`config.mk`:
```
export PLATFORM = sky130hd
export DESIGN_NAME = fl_top
export DESIGN_NICKNAME = d
export VERILOG_FILES = /design/src/logic/fl_pkg.sv /design/src/logic/fl_if.sv /design/src/logic/fl_avail_counter.sv /design/src/logic/fl_dispatch_select.sv /design/src/logic/fl_entry_array.sv /design/src/logic/fl_top.sv
export VERILOG_INCLUDE_DIRS = /design/src /design/src/logic
export SDC_FILE = /design/constraint.sdc
export NUM_CORES = 1
export LEC_CHECK = 0
export BUFFER_PORTS_ARGS = -buffer_cell sky130_fd_sc_hd__buf_2
export CORE_UTILIZATION = 33
export DETAILED_ROUTE_END_ITERATION = 10
export GPL_TIMING_DRIVEN = 0
export PLACE_DENSITY_LB_ADDON = 0.2
export SLEW_MARGIN = 10
export SYNTH_ARGS = -nofsm -noshare
export SYNTH_HDL_FRONTEND = slang
export SYNTH_SLANG_ARGS = --single-unit
```
`constraint.sdc`:
```
create_clock -name clk_i -period 13.9 [get_ports clk_i]
set_input_delay 0.695 -clock clk_i [delete_from_list [all_inputs] [get_ports clk_i]]
set_output_delay 0.695 -clock clk_i [all_outputs]
set_load 0.005 [all_outputs]
```
`src/logic/fl_cfg.svh`:
```
// Free list configuration: entry, thread, dispatch and retire sizing
`ifndef FL_CFG_SVH
`define FL_CFG_SVH

// ==============================
// Array sizing
// ==============================

// Free list depth
`define FL_ENTRY_NUM    8
// Hardware threads sharing the list
`define FL_THREAD_NUM   2
// Max tags handed out per cycle
`define FL_DP_NUM       2
// Retire slots per thread per cycle
`define FL_RT_NUM       2

// ==============================
// Register file
// ==============================

// Architectural registers per thread
`define FL_ARCH_REG_NUM 8
// Physical tag width
`define FL_TAG_WIDTH    5
// Hard-wired zero register, never freed
`define FL_ZERO_TAG     0
// First tag past the architectural mapping
// Zero register shared by all threads
`define FL_START_TAG    (`FL_THREAD_NUM * `FL_ARCH_REG_NUM - `FL_THREAD_NUM + 1)

`endif

```
`src/logic/fl_pkg.sv`:
```
// Free list types shared by the RTL blocks and the testbench
`include "fl_cfg.svh"

package fl_pkg;

    // ==============================
    // Tags and indices
    // ==============================

    // Physical register tag
    typedef logic [`FL_TAG_WIDTH-1:0] phys_tag_t;

    // Free list entry index
    typedef logic [$clog2(`FL_ENTRY_NUM)-1:0] fl_idx_t;

    // Thread number
    typedef logic [$clog2(`FL_THREAD_NUM)-1:0] thread_idx_t;

    // ==============================
    // Counts
    // ==============================

    // Entry count, 0 to FL_ENTRY_NUM inclusive
    typedef logic [$clog2(`FL_ENTRY_NUM+1)-1:0] fl_count_t;

    // Dispatch count, 0 to FL_DP_NUM
    typedef logic [$clog2(`FL_DP_NUM+1)-1:0] dp_count_t;

    // Retire count per thread, 0 to FL_RT_NUM
    typedef logic [$clog2(`FL_RT_NUM+1)-1:0] rt_count_t;

endpackage

```
`src/logic/fl_if.sv`:
```
// Free list interfaces for retire/rollback and dispatch grant traffic
`timescale 1ns/1ps
`include "fl_cfg.svh"

// Retire slots and mispredict flags, per thread
interface fl_retire_if
    import fl_pkg::*;
();

    // Valid slot count per thread
    rt_count_t [`FL_THREAD_NUM-1:0]                  rt_num;
    // Retiring tag, matched against in-flight entries
    phys_tag_t [`FL_THREAD_NUM-1:0][`FL_RT_NUM-1:0]  rt_tag;
    // Tag released back to the list
    phys_tag_t [`FL_THREAD_NUM-1:0][`FL_RT_NUM-1:0]  rt_tag_old;
    // Rollback request, one bit per thread
    logic      [`FL_THREAD_NUM-1:0]                  br_mis;

    modport source (output rt_num, output rt_tag, output rt_tag_old, output br_mis);
    modport sink   (input rt_num, input rt_tag, input rt_tag_old, input br_mis);

endinterface

// Free entries in, selected entries out
interface fl_grant_if
    import fl_pkg::*;
();

    // One bit per free entry
    logic    [`FL_ENTRY_NUM-1:0]      free_mask;
    // Per-entry one-hot of this cycle's dispatch picks
    logic    [`FL_ENTRY_NUM-1:0]      dp_sel;
    // Entry picked by each dispatch slot
    fl_idx_t [`FL_DP_NUM-1:0]         grant_idx;
    // Slot found an entry and was requested
    logic    [`FL_DP_NUM-1:0]         grant_valid;

    modport array  (output free_mask, input dp_sel, input grant_idx);
    modport select (input free_mask, output dp_sel, output grant_idx, output grant_valid);

endinterface

```
`src/logic/fl_avail_counter.sv`:
```
// Availability counter: tracks free entries and reports them clamped to DP_NUM
`timescale 1ns/1ps
`include "fl_cfg.svh"

module fl_avail_counter
    import fl_pkg::*;
(
    input  logic                                clk_i,
    input  logic                                reset_i,
    input  logic                                exception_i,
    input  dp_count_t                           dp_num_i,
    fl_retire_if.sink                           retire,
    input  logic        [`FL_ENTRY_NUM-1:0]     entry_free_i,
    input  thread_idx_t [`FL_ENTRY_NUM-1:0]     entry_thread_i,
    output dp_count_t                           avail_o
);

    // In-flight entries per thread
    fl_count_t [`FL_THREAD_NUM-1:0] inflight_cnt;
    // Live retire slots per thread, zero tag excluded
    fl_count_t [`FL_THREAD_NUM-1:0] retire_cnt;
    // Registered free count
    fl_count_t                      avail_q;
    fl_count_t                      avail_d;

    // ==============================
    // Per-thread counts
    // ==============================

    always_comb begin
        for (int t = 0; t < `FL_THREAD_NUM; t++) begin
            inflight_cnt[t] = '0;
            for (int i = 0; i < `FL_ENTRY_NUM; i++) begin
                if (!entry_free_i[i] && (entry_thread_i[i] == thread_idx_t'(t))) begin
                    inflight_cnt[t] = inflight_cnt[t] + fl_count_t'(1);
                end
            end
        end
    end

    always_comb begin
        for (int t = 0; t < `FL_THREAD_NUM; t++) begin
            retire_cnt[t] = '0;
            for (int s = 0; s < `FL_RT_NUM; s++) begin
                // Zero register never goes back on the list
                if ((rt_count_t'(s) < retire.rt_num[t])
                    && (retire.rt_tag[t][s] != phys_tag_t'(`FL_ZERO_TAG))) begin
                    retire_cnt[t] = retire_cnt[t] + fl_count_t'(1);
                end
            end
        end
    end

    // ==============================
    // Next count
    // ==============================

    // Rollback returns the whole thread, else just its retires
    always_comb begin
        avail_d = avail_q;
        for (int t = 0; t < `FL_THREAD_NUM; t++) begin
            if (retire.br_mis[t]) begin
                avail_d = avail_d + inflight_cnt[t];
            end else begin
                avail_d = avail_d + retire_cnt[t];
            end
        end
        avail_d = avail_d - fl_count_t'(dp_num_i);
    end

    always_ff @(posedge clk_i) begin
        if (reset_i || exception_i) begin
            avail_q <= fl_count_t'(`FL_ENTRY_NUM);
        end else begin
            avail_q <= avail_d;
        end
    end

    // Clamp to what one cycle can consume
    assign avail_o = (avail_q > fl_count_t'(`FL_DP_NUM)) ? dp_count_t'(`FL_DP_NUM)
                                                         : dp_count_t'(avail_q);

endmodule

```
`src/logic/fl_dispatch_select.sv`:
```
// Dispatch select with chained priority encoders picking the lowest free entries
`timescale 1ns/1ps
`include "fl_cfg.svh"

module fl_dispatch_select
    import fl_pkg::*;
(
    input  dp_count_t   dp_num_i,
    fl_grant_if.select  grant
);

    // ==============================
    // Lowest set bit encoder
    // ==============================

    // Scanning from the top down so the LSB wins
    function automatic fl_idx_t lowest_idx(input logic [`FL_ENTRY_NUM-1:0] bits);
        fl_idx_t idx;
        idx = '0;
        for (int i = `FL_ENTRY_NUM - 1; i >= 0; i--) begin
            if (bits[i]) begin
                idx = fl_idx_t'(i);
            end
        end
        return idx;
    endfunction

    // ==============================
    // Encoder chain
    // ==============================

    genvar k;
    for (k = 0; k < `FL_DP_NUM; k++) begin : g_stage
        // Entries still open to this stage
        logic [`FL_ENTRY_NUM-1:0] avail_bits;
        fl_idx_t                  pick_idx;
        logic                     pick_hit;

        if (k == 0) begin : g_head
            // First stage sees the whole free mask
            assign avail_bits = grant.free_mask;
        end else begin : g_chain
            // Knock out the previous stage's pick
            assign avail_bits = g_stage[k-1].avail_bits
                & ~({{(`FL_ENTRY_NUM-1){1'b0}}, 1'b1} << g_stage[k-1].pick_idx);
        end

        assign pick_idx = lowest_idx(avail_bits);
        assign pick_hit = |avail_bits;

        // Index reflects the candidate even without a request
        assign grant.grant_idx[k] = pick_idx;

        // Slot k only counts when the dispatcher asked for it
        assign grant.grant_valid[k] = pick_hit && (dp_count_t'(k) < dp_num_i);
    end

    // ==============================
    // Per-entry dispatch select
    // ==============================

    always_comb begin
        grant.dp_sel = '0;
        for (int s = 0; s < `FL_DP_NUM; s++) begin
            // Picks are distinct by construction of the chain
            if (grant.grant_valid[s]) begin
                grant.dp_sel[grant.grant_idx[s]] = 1'b1;
            end
        end
    end

endmodule

```
`src/logic/fl_entry_array.sv`:
```
// Free list entry storage with dispatch, retire, rollback and flush updates
`timescale 1ns/1ps
`include "fl_cfg.svh"

module fl_entry_array
    import fl_pkg::*;
(
    input  logic                                clk_i,
    input  logic                                reset_i,
    input  logic                                exception_i,
    input  thread_idx_t                         dp_thread_i,
    fl_retire_if.sink                           retire,
    fl_grant_if.array                           grant,
    output logic        [`FL_ENTRY_NUM-1:0]     entry_free_o,
    output thread_idx_t [`FL_ENTRY_NUM-1:0]     entry_thread_o,
    output phys_tag_t   [`FL_DP_NUM-1:0]        dp_tag_o
);

    // ==============================
    // Entry state
    // ==============================

    // 1 = free, 0 = in flight
    logic        [`FL_ENTRY_NUM-1:0] entry_free;
    // Owner of an in-flight entry
    thread_idx_t [`FL_ENTRY_NUM-1:0] entry_thread;
    // Tag held by the entry
    phys_tag_t   [`FL_ENTRY_NUM-1:0] entry_tag;

    // Retire match per entry, and the tag it brings back
    logic        [`FL_ENTRY_NUM-1:0] rt_hit;
    phys_tag_t   [`FL_ENTRY_NUM-1:0] rt_old;

    // ==============================
    // Retire match
    // ==============================

    // Only slots of the entry's owner are compared
    always_comb begin
        for (int i = 0; i < `FL_ENTRY_NUM; i++) begin
            rt_hit[i] = 1'b0;
            rt_old[i] = entry_tag[i];
            for (int s = 0; s < `FL_RT_NUM; s++) begin
                // Slots below rt_num are live
                if ((rt_count_t'(s) < retire.rt_num[entry_thread[i]])
                    && (entry_tag[i] == retire.rt_tag[entry_thread[i]][s])) begin
                    rt_hit[i] = 1'b1;
                    rt_old[i] = retire.rt_tag_old[entry_thread[i]][s];
                end
            end
        end
    end

    // ==============================
    // Entry update
    // ==============================

    always_ff @(posedge clk_i) begin
        if (reset_i || exception_i) begin
            // Back to the initial tag window, all free
            for (int i = 0; i < `FL_ENTRY_NUM; i++) begin
                entry_free[i]   <= 1'b1;
                entry_thread[i] <= '0;
                entry_tag[i]    <= phys_tag_t'(`FL_START_TAG + i);
            end
        end else begin
            for (int i = 0; i < `FL_ENTRY_NUM; i++) begin
                if (!entry_free[i]) begin
                    if (retire.br_mis[entry_thread[i]]) begin
                        // Rollback wins over plain retire
                        entry_free[i] <= 1'b1;
                        // Same-cycle retire still swaps in the old tag
                        if (rt_hit[i]) begin
                            entry_tag[i] <= rt_old[i];
                        end
                    end else if (rt_hit[i]) begin
                        // Normal retire: old mapping becomes free
                        entry_free[i] <= 1'b1;
                        entry_tag[i]  <= rt_old[i];
                    end
                end else if (grant.dp_sel[i]) begin
                    // Picked for dispatch, now in flight
                    entry_free[i]   <= 1'b0;
                    entry_thread[i] <= dp_thread_i;
                end
            end
        end
    end

    // ==============================
    // Outputs
    // ==============================

    assign grant.free_mask = entry_free;
    assign entry_free_o    = entry_free;
    assign entry_thread_o  = entry_thread;

    // Tag of each slot's candidate entry
    always_comb begin
        for (int s = 0; s < `FL_DP_NUM; s++) begin
            dp_tag_o[s] = entry_tag[grant.grant_idx[s]];
        end
    end

endmodule

```
`src/logic/fl_top.sv`:
```
// Free list top: two-thread physical tag allocator with retire and rollback
`timescale 1ns/1ps
`include "fl_cfg.svh"

module fl_top
    import fl_pkg::*;
(
    input  logic                                            clk_i,
    input  logic                                            reset_i,
    input  logic                                            exception_i,
    // Dispatch request, bounded by avail_o
    input  dp_count_t                                       dp_num_i,
    input  thread_idx_t                                     dp_thread_i,
    // Retire slots per thread
    input  rt_count_t [`FL_THREAD_NUM-1:0]                  rt_num_i,
    input  phys_tag_t [`FL_THREAD_NUM-1:0][`FL_RT_NUM-1:0]  rt_tag_i,
    input  phys_tag_t [`FL_THREAD_NUM-1:0][`FL_RT_NUM-1:0]  rt_tag_old_i,
    // Mispredict, one bit per thread
    input  logic      [`FL_THREAD_NUM-1:0]                  br_mis_i,
    // Availability clamped to DP_NUM
    output dp_count_t                                       avail_o,
    // Candidate tags, lowest free entry first
    output phys_tag_t [`FL_DP_NUM-1:0]                      dp_tag_o
);

    // ==============================
    // Internal buses
    // ==============================

    fl_retire_if rt_bus ();
    fl_grant_if  gr_bus ();

    // Entry state seen by the counter
    logic        [`FL_ENTRY_NUM-1:0] entry_free;
    thread_idx_t [`FL_ENTRY_NUM-1:0] entry_thread;

    // Pack retire and rollback ports onto the bus
    assign rt_bus.rt_num     = rt_num_i;
    assign rt_bus.rt_tag     = rt_tag_i;
    assign rt_bus.rt_tag_old = rt_tag_old_i;
    assign rt_bus.br_mis     = br_mis_i;

    // ==============================
    // Blocks
    // ==============================

    // Combinational pick of the lowest free entries
    fl_dispatch_select u_select (
        .dp_num_i       (dp_num_i),
        .grant          (gr_bus.select)
    );

    // Entry storage and tag mux
    fl_entry_array u_array (
        .clk_i          (clk_i),
        .reset_i        (reset_i),
        .exception_i    (exception_i),
        .dp_thread_i    (dp_thread_i),
        .retire         (rt_bus.sink),
        .grant          (gr_bus.array),
        .entry_free_o   (entry_free),
        .entry_thread_o (entry_thread),
        .dp_tag_o       (dp_tag_o)
    );

    // Running free count
    fl_avail_counter u_counter (
        .clk_i          (clk_i),
        .reset_i        (reset_i),
        .exception_i    (exception_i),
        .dp_num_i       (dp_num_i),
        .retire         (rt_bus.sink),
        .entry_free_i   (entry_free),
        .entry_thread_i (entry_thread),
        .avail_o        (avail_o)
    );

endmodule

```
**Yosys cells after proc, flatten, opt, wreduce, memory -nomap -nowiden**

Cells that the tools add are included.

- Input port bits: 52
- Output and inout bits: 12
- Bits in registers: 60
- Word-level logic and storage cells: 366

- Order comparisons: 35
- Shifts and indexed selects: 1
- Reductions and logical operators: 79
- Bitwise logic cells: 19
- Add/subtract/negate cells: 21
- Muxes and demuxes: 177
- Eq/ne operators: 16

Operator list:

| kind | count |
|---|---|
| $mux 10 | 32 |
| $mux 5 | 18 |
| $eq 5x5->1 | 16 |
| $mux 4 | 18 |
| $mux 1 | 70 |
| $add 4x1->4 const B | 12 |
| $mux 3 | 16 |
| $lt 1x2->1 const A | 22 |
| $logic_and 1x1->1 | 40 |
| $mux 2 | 17 |
| $bmux 5 s3 | 2 |
| $reduce_and 3->1 | 8 |
| $reduce_bool 5->1 | 4 |
| $add 4x4->4 | 4 |
| $lt 1x2->1 const B | 8 |
| $mux 8 | 2 |
| $not 1->1 | 16 |
| $reduce_and 2->1 | 8 |
| $reduce_bool 2->1 | 8 |
| $reduce_or 8->1 | 2 |
| $add 1x1->2 const B | 4 |
| $and 8x8->8 | 1 |
| $logic_not 1->1 | 8 |
| $lt 3x4->1 const B | 2 |
| other kinds (8) | 10 |

**Depth between registers and ports, before layout**

Gate-level depths: netlist of run 1.

- Depth after elaboration: 27
- Mapped depth: 32
- Gate-level depth less buffers: 30

**Cells and area by module**

From an unflattened synthesis of run 1, not the netlist that was laid out.

- Cell total of the unflattened synthesis: 865
- Area total of the unflattened synthesis: 8102.8 µm²

By module, submodules not included:

| module | times used | seq. area each (µm²) | area each (µm²) | cells an instance |
|---|---|---|---|---|
| fl_entry_array | 1 | 1121.1 | 5898.2 | 577 |
| fl_avail_counter | 1 | 80.1 | 1739.2 | 210 |
| fl_dispatch_select | 1 | 0.0 | 465.4 | 78 |

**Worst setup path after synthesis of run 1**

No wires, ideal clock.

- Path kind: reg2reg
- Start: register u_array.entry_thread, in the netlist u_array.entry_thread_o[1]
- End: register u_counter.avail_q[3]
- Arrival time: 6.839 ns
- Stages on the path, launching flop included: 32
- Library setup time: 0.072 ns
- Path buffers: 2
- Data required time: 13.828 ns
- Path slack: 6.989 ns
- Path through: dfxtp_1 > clkbuf_1 > clkbuf_1 > or2_2 > ha_1 > or3b_1 > and2_1 > ha_1 > nor3b_1 > a21oi_1 > inv_1 > ha_1 > nor2_1 > nor2_1 > ha_1 > nand2_1 > o31ai_2 > ha_1 > mux2_2 > ha_1 > mux2i_1 > a21oi_1 > inv_1 > fa_1 > inv_1 > fa_1 > ha_1 > a211oi_1 > xnor2_1 > xnor2_1 > xnor2_1 > mux2i_1

- Longest elaborated chain between the ends: 20
- Elaborated cells between the ends (all ways): 35
- Classes of those cells: add/sub: 16; mux: 16; bitwise: 1; reduce/logical: 2

RTL lines:

| element | line | source |
|---|---|---|
| start: declaration | fl_entry_array.sv:26 | `` thread_idx_t [`FL_ENTRY_NUM-1:0] entry_thread; `` |
| start signal: indexed assignment | fl_entry_array.sv:84 | `entry_thread[i] <= dp_thread_i;` |
| $not 1->1 | fl_avail_counter.sv:34 | `if (!entry_free_i[i] && (entry_thread_i[i] == thread_idx_t'(t))) begin` |
| $logic_and 1x1->1 | fl_avail_counter.sv:34 |  |
| $mux 4 | fl_avail_counter.sv:34 |  |
| $add 4x1->4 | fl_avail_counter.sv:35 | `inflight_cnt[t] = inflight_cnt[t] + fl_count_t'(1);` |
| $mux 4 | fl_avail_counter.sv:34 |  |
| $add 4x1->4 | fl_avail_counter.sv:35 |  |
| $mux 4 | fl_avail_counter.sv:34 |  |
| $add 4x1->4 | fl_avail_counter.sv:35 |  |
| (+4 left out) | n/a |  |
| $mux 4 | fl_avail_counter.sv:34 |  |
| $add 4x1->4 | fl_avail_counter.sv:35 |  |
| $mux 4 | fl_avail_counter.sv:34 |  |
| $add 4x4->4 | fl_avail_counter.sv:63 | `avail_d = avail_d + inflight_cnt[t];` |
| $mux 4 | fl_avail_counter.sv:62 | `if (retire.br_mis[t]) begin` |
| $add 4x4->4, on equally long branches | fl_avail_counter.sv:65, fl_avail_counter.sv:63 |  |
| $mux 4 * | fl_avail_counter.sv:62 |  |
| $sub 4x2->4 * | fl_avail_counter.sv:68 | `avail_d = avail_d - fl_count_t'(dp_num_i);` |
| end signal: assignment | fl_avail_counter.sv:73 | `` avail_q <= fl_count_t'(`FL_ENTRY_NUM); `` |
| end signal: assignment | fl_avail_counter.sv:75 | `avail_q <= avail_d;` |
| end: declaration | fl_avail_counter.sv:23 | `fl_count_t avail_q;` |

Mark *: on every way between the ends. The rest lies on a longest branch, timed or not.
A chain may end at the register's enable or synchronous reset.

**Worst setup path after layout of run 1**

Ends and elaborated chain as after synthesis.

==> results of run 1 <==
layout make-up:
type                    count  area [um2]  area share (%)
repair buffers             48         240            2.85
clock buffers              11         243            2.88
plain buffers              58         230            2.73
well taps                 280         350            4.16
clock inverters             4        73.8           0.877
flip-flops and latches     60        1200            14.3
multi-input cells         678        6000            71.3
inverters                  20        75.1           0.892
diodes                      1        2.50          0.0297
kinds of logic after synthesis:
| kind of cell | share of synthesized area, % |
|---|---|
| simple gates | 15.2 |
| mux | 38.9 |
| compound gates | 8.40 |
| xor+xnor | 12.6 |
| buf+inv | 4.07 |
| flops | 16.0 |
| fa+ha+maj | 4.93 |
how the worst max path moves through the flow:
stage / startpoint / to / slack [ns] / cells past startpoint
final: u_array.entry_thread_o[1] / u_counter.avail_q[3] / 6.12 / 31
after detailed placement: u_array.entry_thread_o[1] / u_counter.avail_q[3] / 6.08 / 31
after CTS: u_array.entry_thread_o[1] / u_counter.avail_q[3] / 6.05 / 31
after global placement: u_array.entry_thread_o[1] / u_counter.avail_q[3] / 6.12 / 31
after global routing: u_array.entry_thread_o[1] / u_counter.avail_q[3] / 5.49 / 31
after floorplan: u_array.entry_thread_o[1] / u_counter.avail_q[3] / 6.99 / 31
cells in the final DEF (no fill, tap or decap), types with 5 or more instances in the layout:
master	netlist	layout
a21o_1	5	5
a21oi_1	20	20
a22oi_1	7	7
and2_1	9	9
buf_1	8	8
buf_2	4	52
clkbuf_1	45	46
clkbuf_16	0	9
dfxtp_1	60	60
ha_1	24	24
inv_1	20	20
mux2_2	13	13
mux2i_1	142	142
mux4_2	60	60
nand2_1	76	76
nor2_1	70	70
nor2b_1	16	16
nor3_1	8	8
nor3b_1	5	5
nor4_1	15	15
o21ai_0	26	26
o22ai_1	15	15
or2_2	9	9
xnor2_1	80	80
xor2_1	14	14
flip-flops by register name, summed over array words and instances, names as in the netlist:
signal and flops:
u_counter.avail_q 4, u_array.entry_free_o 8, u_array.entry_tag 40, u_array.entry_thread_o 8
per-stage QoR:
stage | instances | util [%] | cell area (um2) | worst slack [ns]
floorplan | 816 | - | 7510 | 6.99
global placement | 1144 | 36.7 | 8100 | 6.12
detailed placement | 1144 | 36.7 | 8100 | 6.08
CTS | 1159 | 38.1 | 8420 | 6.05
global route | 1159 | 38.1 | 8420 | 5.49
finish | 1160 | 38.1 | 8420 | 6.12
worst register-to-register path, delay by kind of cell, from the launching register on:
family	cells	cell delay, ns
adder cells (fa/ha/maj)	9	2.88
buffers and inverters	5	1.37
AND/OR/NAND/NOR	7	1.29
AO/OA/AOI/OAI	4	0.83
multiplexers	3	0.55
XOR/XNOR	3	0.49
flip-flops	1	0.31
layer usage:
layer	wire (um)	vias up	track usage [%]	part of all wire [%]
met3	2100	56	3.80	7.7
met1	12100	3341	32.5	44
met4	956	0	10.3	3.5
li1	-	3101	-	-
met5	0	-	0.828	0
met2	12200	323	36.6	45
power by group through the flow:
stage	clock [mW]	combinational (mW)	sequential (mW)
2_1_floorplan	0	0.116	0.181
3_3_place_gp	0	0.164	0.182
3_5_place_dp	0	0.165	0.182
4_1_cts	0.253	0.165	0.178
5_1_grt	0.261	0.181	0.179
6_report	0.250	0.166	0.178
==> impl_metrics.py, run 1 <==
metrics = {
    "sta": {
        "setup_violations": 0,
        "finalCritPeriodShare_pct": 56.0,
        "period_minus_slack_ns": 7.78,
        "drv_slew": 0,
        "fmax_mhz": 129,
        "slew_headroom_pct": 39.8,
        "timing.hold.ws_ns": 0.623,
        "finalSetupTns_ns": 0,
        "worstMarginPinSlew_ns": 0.897,
        "hold_viol_final": 0,
        "fin_skew_ns": 0.00727,
        "rsz0062_at_grt": "false",
    },
    "synthesis": {
        "synth_cell_type_count": 62,
        "synth_top_flop_cell": "dfxtp_1",
        "ys_top_cells_by_area": "mux2i_1, mux4_2, dfxtp_1",
        "synth_top_cell_area_share_pct": 18.9,
        "netlist_top_cells_count": "mux2i_1, xnor2_1, nand2_1",
        "syn_nets": 895,
        "synth-async-reset-ratio_pct": 0,
        "netlist_area_um2": 7510,
        "synth_edf_count": 0,
        "synth_warnings": 0,
        "synth.ff_latch_count": 60,
        "syn_inst": 816,
        "synth_area_per_cell_um2": 9.20,
        "yosys.area.top_type": "mux2i_1",
        "ys_seq_area_share_pct": 16.0,
        "yosysMostFrequentCell": "mux2i_1",
    },
    "grt": {
        "grt_pass1_vias": 6589,
        "grt_max_degree": 11,
        "grt_pass1_wl_um": 40900,
        "antenna_found_initial": 1,
        "grtUsageTotal_pct": 23.7,
        "grt_overflow": 0,
    },
    "status": {
        "status": "finished, final reports clean",
    },
    "pwr": {
        "p_leak_nw": 2.82,
        "max-vdd-ir-drop_uv": 56.7,
        "p_comb_share_pct": 27.9,
        "powerDensity_nw_per_um2": 70.6,
        "p_sw_uw": 183,
        "p_sw_share_pct": 30.8,
        "pwr-share-clk_pct": 42.1,
        "p_total_uw": 594,
        "internal-power_uw": 411,
        "pwr-share-seq_pct": 29.9,
    },
    "min_path": {
        "hold_end": "u_array.entry_tag[39]",
        "whs_path_depth": 2,
        "hold_class": "reg -> reg",
        "min_from": "u_array.entry_tag[39]",
    },
    "setup_path": {
        "cp-start-kind": "flop",
        "cp_num_buf_inv": 5,
        "crit_type": "reg -> reg",
        "cp_data_arrival_time_ns": 8.05,
        "worst_r2r_path_depth": 31,
        "r2r_end": "u_counter.avail_q[3]",
        "cpMostUsedCell": "ha_1",
        "worstReg2RegStart": "u_array.entry_thread_o[1]",
        "cp_top_family": "adder cells",
        "cp_slowest_cell": "clkbuf_1",
        "critPathMaxStageDelay_ns": 0.61,
        "reg2reg_slack_ns": 6.12,
        "cp_max_fo": 10,
        "endpoint_kind": "flop",
        "worstPathRequired_ns": 14.18,
    },
    "place": {
        "place_congestion": 0.971,
        "io_buffers": 48,
        "hpwlAfterDp_um": 21100,
    },
    "clocking": {
        "clk_latency_ns": 0.35,
        "clockBufferDepth": 2,
        "clock-root-buffer": "clkbuf_16",
        "cts_sinks": 60,
        "cts_hold_buf": 0,
        "numCtsBuffers": 9,
        "cts_setup_buffers": 0,
        "post_cts_resized": 0,
        "cts.clk_slew.worst_paths_ns": 0.06,
        "cts_htree_levels": 3,
        "tritoncts": "yes",
    },
    "routing": {
        "dr.pass1.iters": 5,
        "vias": 6821,
        "wl_per_cell_um": 23.6,
        "drc_errors": 0,
        "ant_nets": 0,
        "vias_per_cell": 5.88,
        "wl_um": 27400,
        "first_iter_violations": 539,
    },
    "die": {
        "start_util_pct": 34.0,
        "die-height_um": 153,
        "ios": 64,
        "row_count": 54,
        "die_area_um2": 23400,
        "core_um2": 22100,
        "fp.dieW_um": 153,
    },
    "job": {
        "maxCapViolCount": 0,
    },
    "finish": {
        "fillerInstances": 2304,
        "syn_to_final_growth_pct": 12.1,
        "fin_nets": 954,
        "layout-drive-gt1-share_pct": 17.7,
    },
}
Note: power is estimated with default switching activity, not from simulation.
==> run 2, diff against run 1 <==
--- a/config.mk
+++ b/config.mk
@@ -6,6 +6,7 @@
 export SDC_FILE = /design/constraint.sdc
 export NUM_CORES = 1
 export LEC_CHECK = 0
+export ABC_AREA = 1
 export BUFFER_PORTS_ARGS = -buffer_cell sky130_fd_sc_hd__buf_2
 export CORE_UTILIZATION = 33
 export DETAILED_ROUTE_END_ITERATION = 10
==> constraint.sdc (replaced) <==
create_clock -name clk_i -period 7.75 [get_ports clk_i]
set_input_delay 0.3875 -clock clk_i [delete_from_list [all_inputs] [get_ports clk_i]]
set_output_delay 0.3875 -clock clk_i [all_outputs]
set_load 0.005 [all_outputs]
==> impl_metrics.py, run 2 <==
metrics = {
    "status": {
        "status": "finished, final reports clean",
    },
    "synthesis": {
        "synth_top_cell_area_share_pct": 19.1,
        "ys_seq_area_share_pct": 14.8,
        "yosys.area.top_type": "nand2_1",
        "syn_nets": 1530,
        "synth_top_flop_cell": "dfxtp_1",
        "synth_area_per_cell_um2": 5.59,
        "synth.ff_latch_count": 60,
        "synth_warnings": 0,
        "synth-async-reset-ratio_pct": 0,
        "netlist_top_cells_count": "nand2_1, o21ai_0, inv_1",
        "synth_edf_count": 0,
        "syn_inst": 1451,
        "netlist_area_um2": 8120,
        "synth_cell_type_count": 52,
        "ys_top_cells_by_area": "nand2_1, dfxtp_1, o21ai_0",
        "yosysMostFrequentCell": "nand2_1",
    },
    "routing": {
        "first_iter_violations": 888,
        "dr.pass1.iters": 6,
        "vias_per_cell": 5.46,
        "wl_per_cell_um": 18.2,
        "ant_nets": 0,
        "vias": 10000,
        "wl_um": 33400,
        "drc_errors": 0,
    },
    "sta": {
        "setup_violations": 0,
        "slew_headroom_pct": 42.7,
        "fin_skew_ns": 0.00660,
        "timing.hold.ws_ns": 0.388,
        "finalCritPeriodShare_pct": 92.6,
        "finalSetupTns_ns": 0,
        "drv_slew": 0,
        "fmax_mhz": 139,
        "period_minus_slack_ns": 7.17,
        "rsz0062_at_grt": "false",
        "hold_viol_final": 0,
        "worstMarginPinSlew_ns": 0.860,
    },
    "setup_path": {
        "reg2reg_slack_ns": 0.58,
        "cp_slowest_cell": "fa_1",
        "cpMostUsedCell": "nand2_1",
        "cp_max_fo": 10,
        "worst_r2r_path_depth": 39,
        "crit_type": "reg -> reg",
        "worstPathRequired_ns": 7.95,
        "r2r_end": "u_counter.avail_q[3]",
        "cp-start-kind": "flop",
        "critPathMaxStageDelay_ns": 0.60,
        "cp_data_arrival_time_ns": 7.37,
        "cp_num_buf_inv": 9,
        "worstReg2RegStart": "u_array.entry_thread_o[0]",
        "endpoint_kind": "flop",
        "cp_top_family": "adder cells",
    },
    "min_path": {
        "hold_class": "in -> reg",
        "hold_end": "u_counter.avail_q[0]",
        "min_from": "dp_num_i[0]",
        "whs_path_depth": 3,
    },
    "finish": {
        "mostFrequentLayoutCells": "nand2_1, o21ai_0, inv_1",
        "fin_nets": 1583,
        "layout-drive-gt1-share_pct": 8.35,
        "num_antenna_cells": 0,
        "syn_to_final_growth_pct": 11.7,
        "largest_reg_flops": 40,
        "largest_register": "u_array.entry_tag",
        "fin_area_um2": 9070,
        "layout_commonest_cell": "nand2_1",
    },
    "clocking": {
        "cts_sinks": 60,
        "cts_hold_buf": 0,
        "tritoncts": "yes",
        "cts_setup_buffers": 0,
        "cts.clk_slew.worst_paths_ns": 0.06,
        "clk_latency_ns": 0.35,
        "numCtsBuffers": 9,
        "clock-root-buffer": "clkbuf_16",
        "clockBufferDepth": 2,
        "cts_htree_levels": 3,
        "post_cts_resized": 0,
    },
    "pwr": {
        "p_total_mw": 1.11,
        "p_sw_share_pct": 35.1,
        "internal-power_uw": 720,
        "pwr-share-seq_pct": 28.8,
        "powerDensity_nw_per_um2": 122,
        "max-vdd-ir-drop_uv": 79.3,
        "p_comb_share_pct": 29.3,
        "p_sw_uw": 389,
        "p_leak_nw": 4.17,
        "pwr-share-clk_pct": 41.9,
    },
    "place": {
        "place_congestion": 1.00,
        "hpwlAfterDp_um": 27100,
        "io_buffers": 42,
        "dpl_cell_area_um2": 8730,
    },
    "grt": {
        "grt_max_degree": 12,
        "grtUsageTotal_pct": 26.5,
        "grt_pass1_wl_um": 51600,
        "antenna_found_initial": 0,
        "grt_overflow": 0,
        "grt_pass1_vias": 9075,
    },
    "die": {
        "core_um2": 24200,
        "die-height_um": 159,
        "fp.dieW_um": 159,
        "row_count": 57,
        "die_area_um2": 25200,
        "start_util_pct": 33.5,
        "ios": 64,
    },
    "job": {
        "maxCapViolCount": 0,
    },
}
-- run 2: per-stage QoR --
step	worst slack, ns	cells	utilization [%]
floorplan	1.39	1451	-
global placement	0.699	1817	36.0
detailed placement	0.646	1817	36.0
CTS	0.592	1833	37.4
global route	0.0519	1833	37.4
finish	0.576	1833	37.4
-- run 2: routing by layer --
metal / wire (um) / GRT usage (%) / share of wire, %
met5: 0 / 0 / 0
met4: 945 / 8.74 / 2.8
met3: 2820 / 4.57 / 8.4
met2: 14600 / 41.4 / 44
met1: 15100 / 36.6 / 45
-- run 2: worst max path at each step --
stage / start / end / slack [ns] / depth (start not counted)
finish: u_array.entry_thread_o[0] / u_counter.avail_q[3] / 0.58 / 39
floorplan: u_array.entry_thread_o[0] / u_counter.avail_q[3] / 1.39 / 39
CTS: u_array.entry_thread_o[0] / u_counter.avail_q[3] / 0.59 / 39
global placement: u_array.entry_thread_o[0] / u_counter.avail_q[3] / 0.70 / 39
detailed placement: u_array.entry_thread_o[0] / u_counter.avail_q[3] / 0.65 / 39
global route: u_array.entry_thread_o[0] / u_counter.avail_q[3] / 0.05 / 39
-- run 2: layout make-up --
type | count | area [um2]
Multi-Input combinational cell | 1134 | 5900
Sequential cell | 60 | 1200
Fill cell | 2759 | 15200
Buffer | 82 | 355
Clock buffer | 11 | 253
Tap cell | 324 | 405
Timing Repair Buffer | 42 | 210
Clock inverter | 5 | 83.8
Inverter | 175 | 657
-- run 2: cell families (layout without fill, tap and decap cells) --
family	count (synthesis)	count (layout)	synth area share, %
XOR/XNOR	48	48	5.18
buffers and inverters	257	315	12.5
adder cells (fa/ha/maj)	27	27	4.44
AO/OA/AOI/OAI	389	389	28.2
flip-flops	60	60	14.8
AND/OR/NAND/NOR	670	670	34.9
-- run 2: power by group through the flow --
stage          sequential [mW]  combinational [mW]  clock [mW]
2_1_floorplan            0.325               0.219           0
3_3_place_gp             0.326               0.314           0
3_5_place_dp             0.326               0.318           0
4_1_cts                  0.319               0.320       0.464
5_1_grt                  0.320               0.365       0.479
6_report                 0.319               0.325       0.464
-- run 2: tightest hold or removal path: stages --
cell and delay [ns]:
buf_2 0.13, ha_1 0.14, nor2_1 0.04
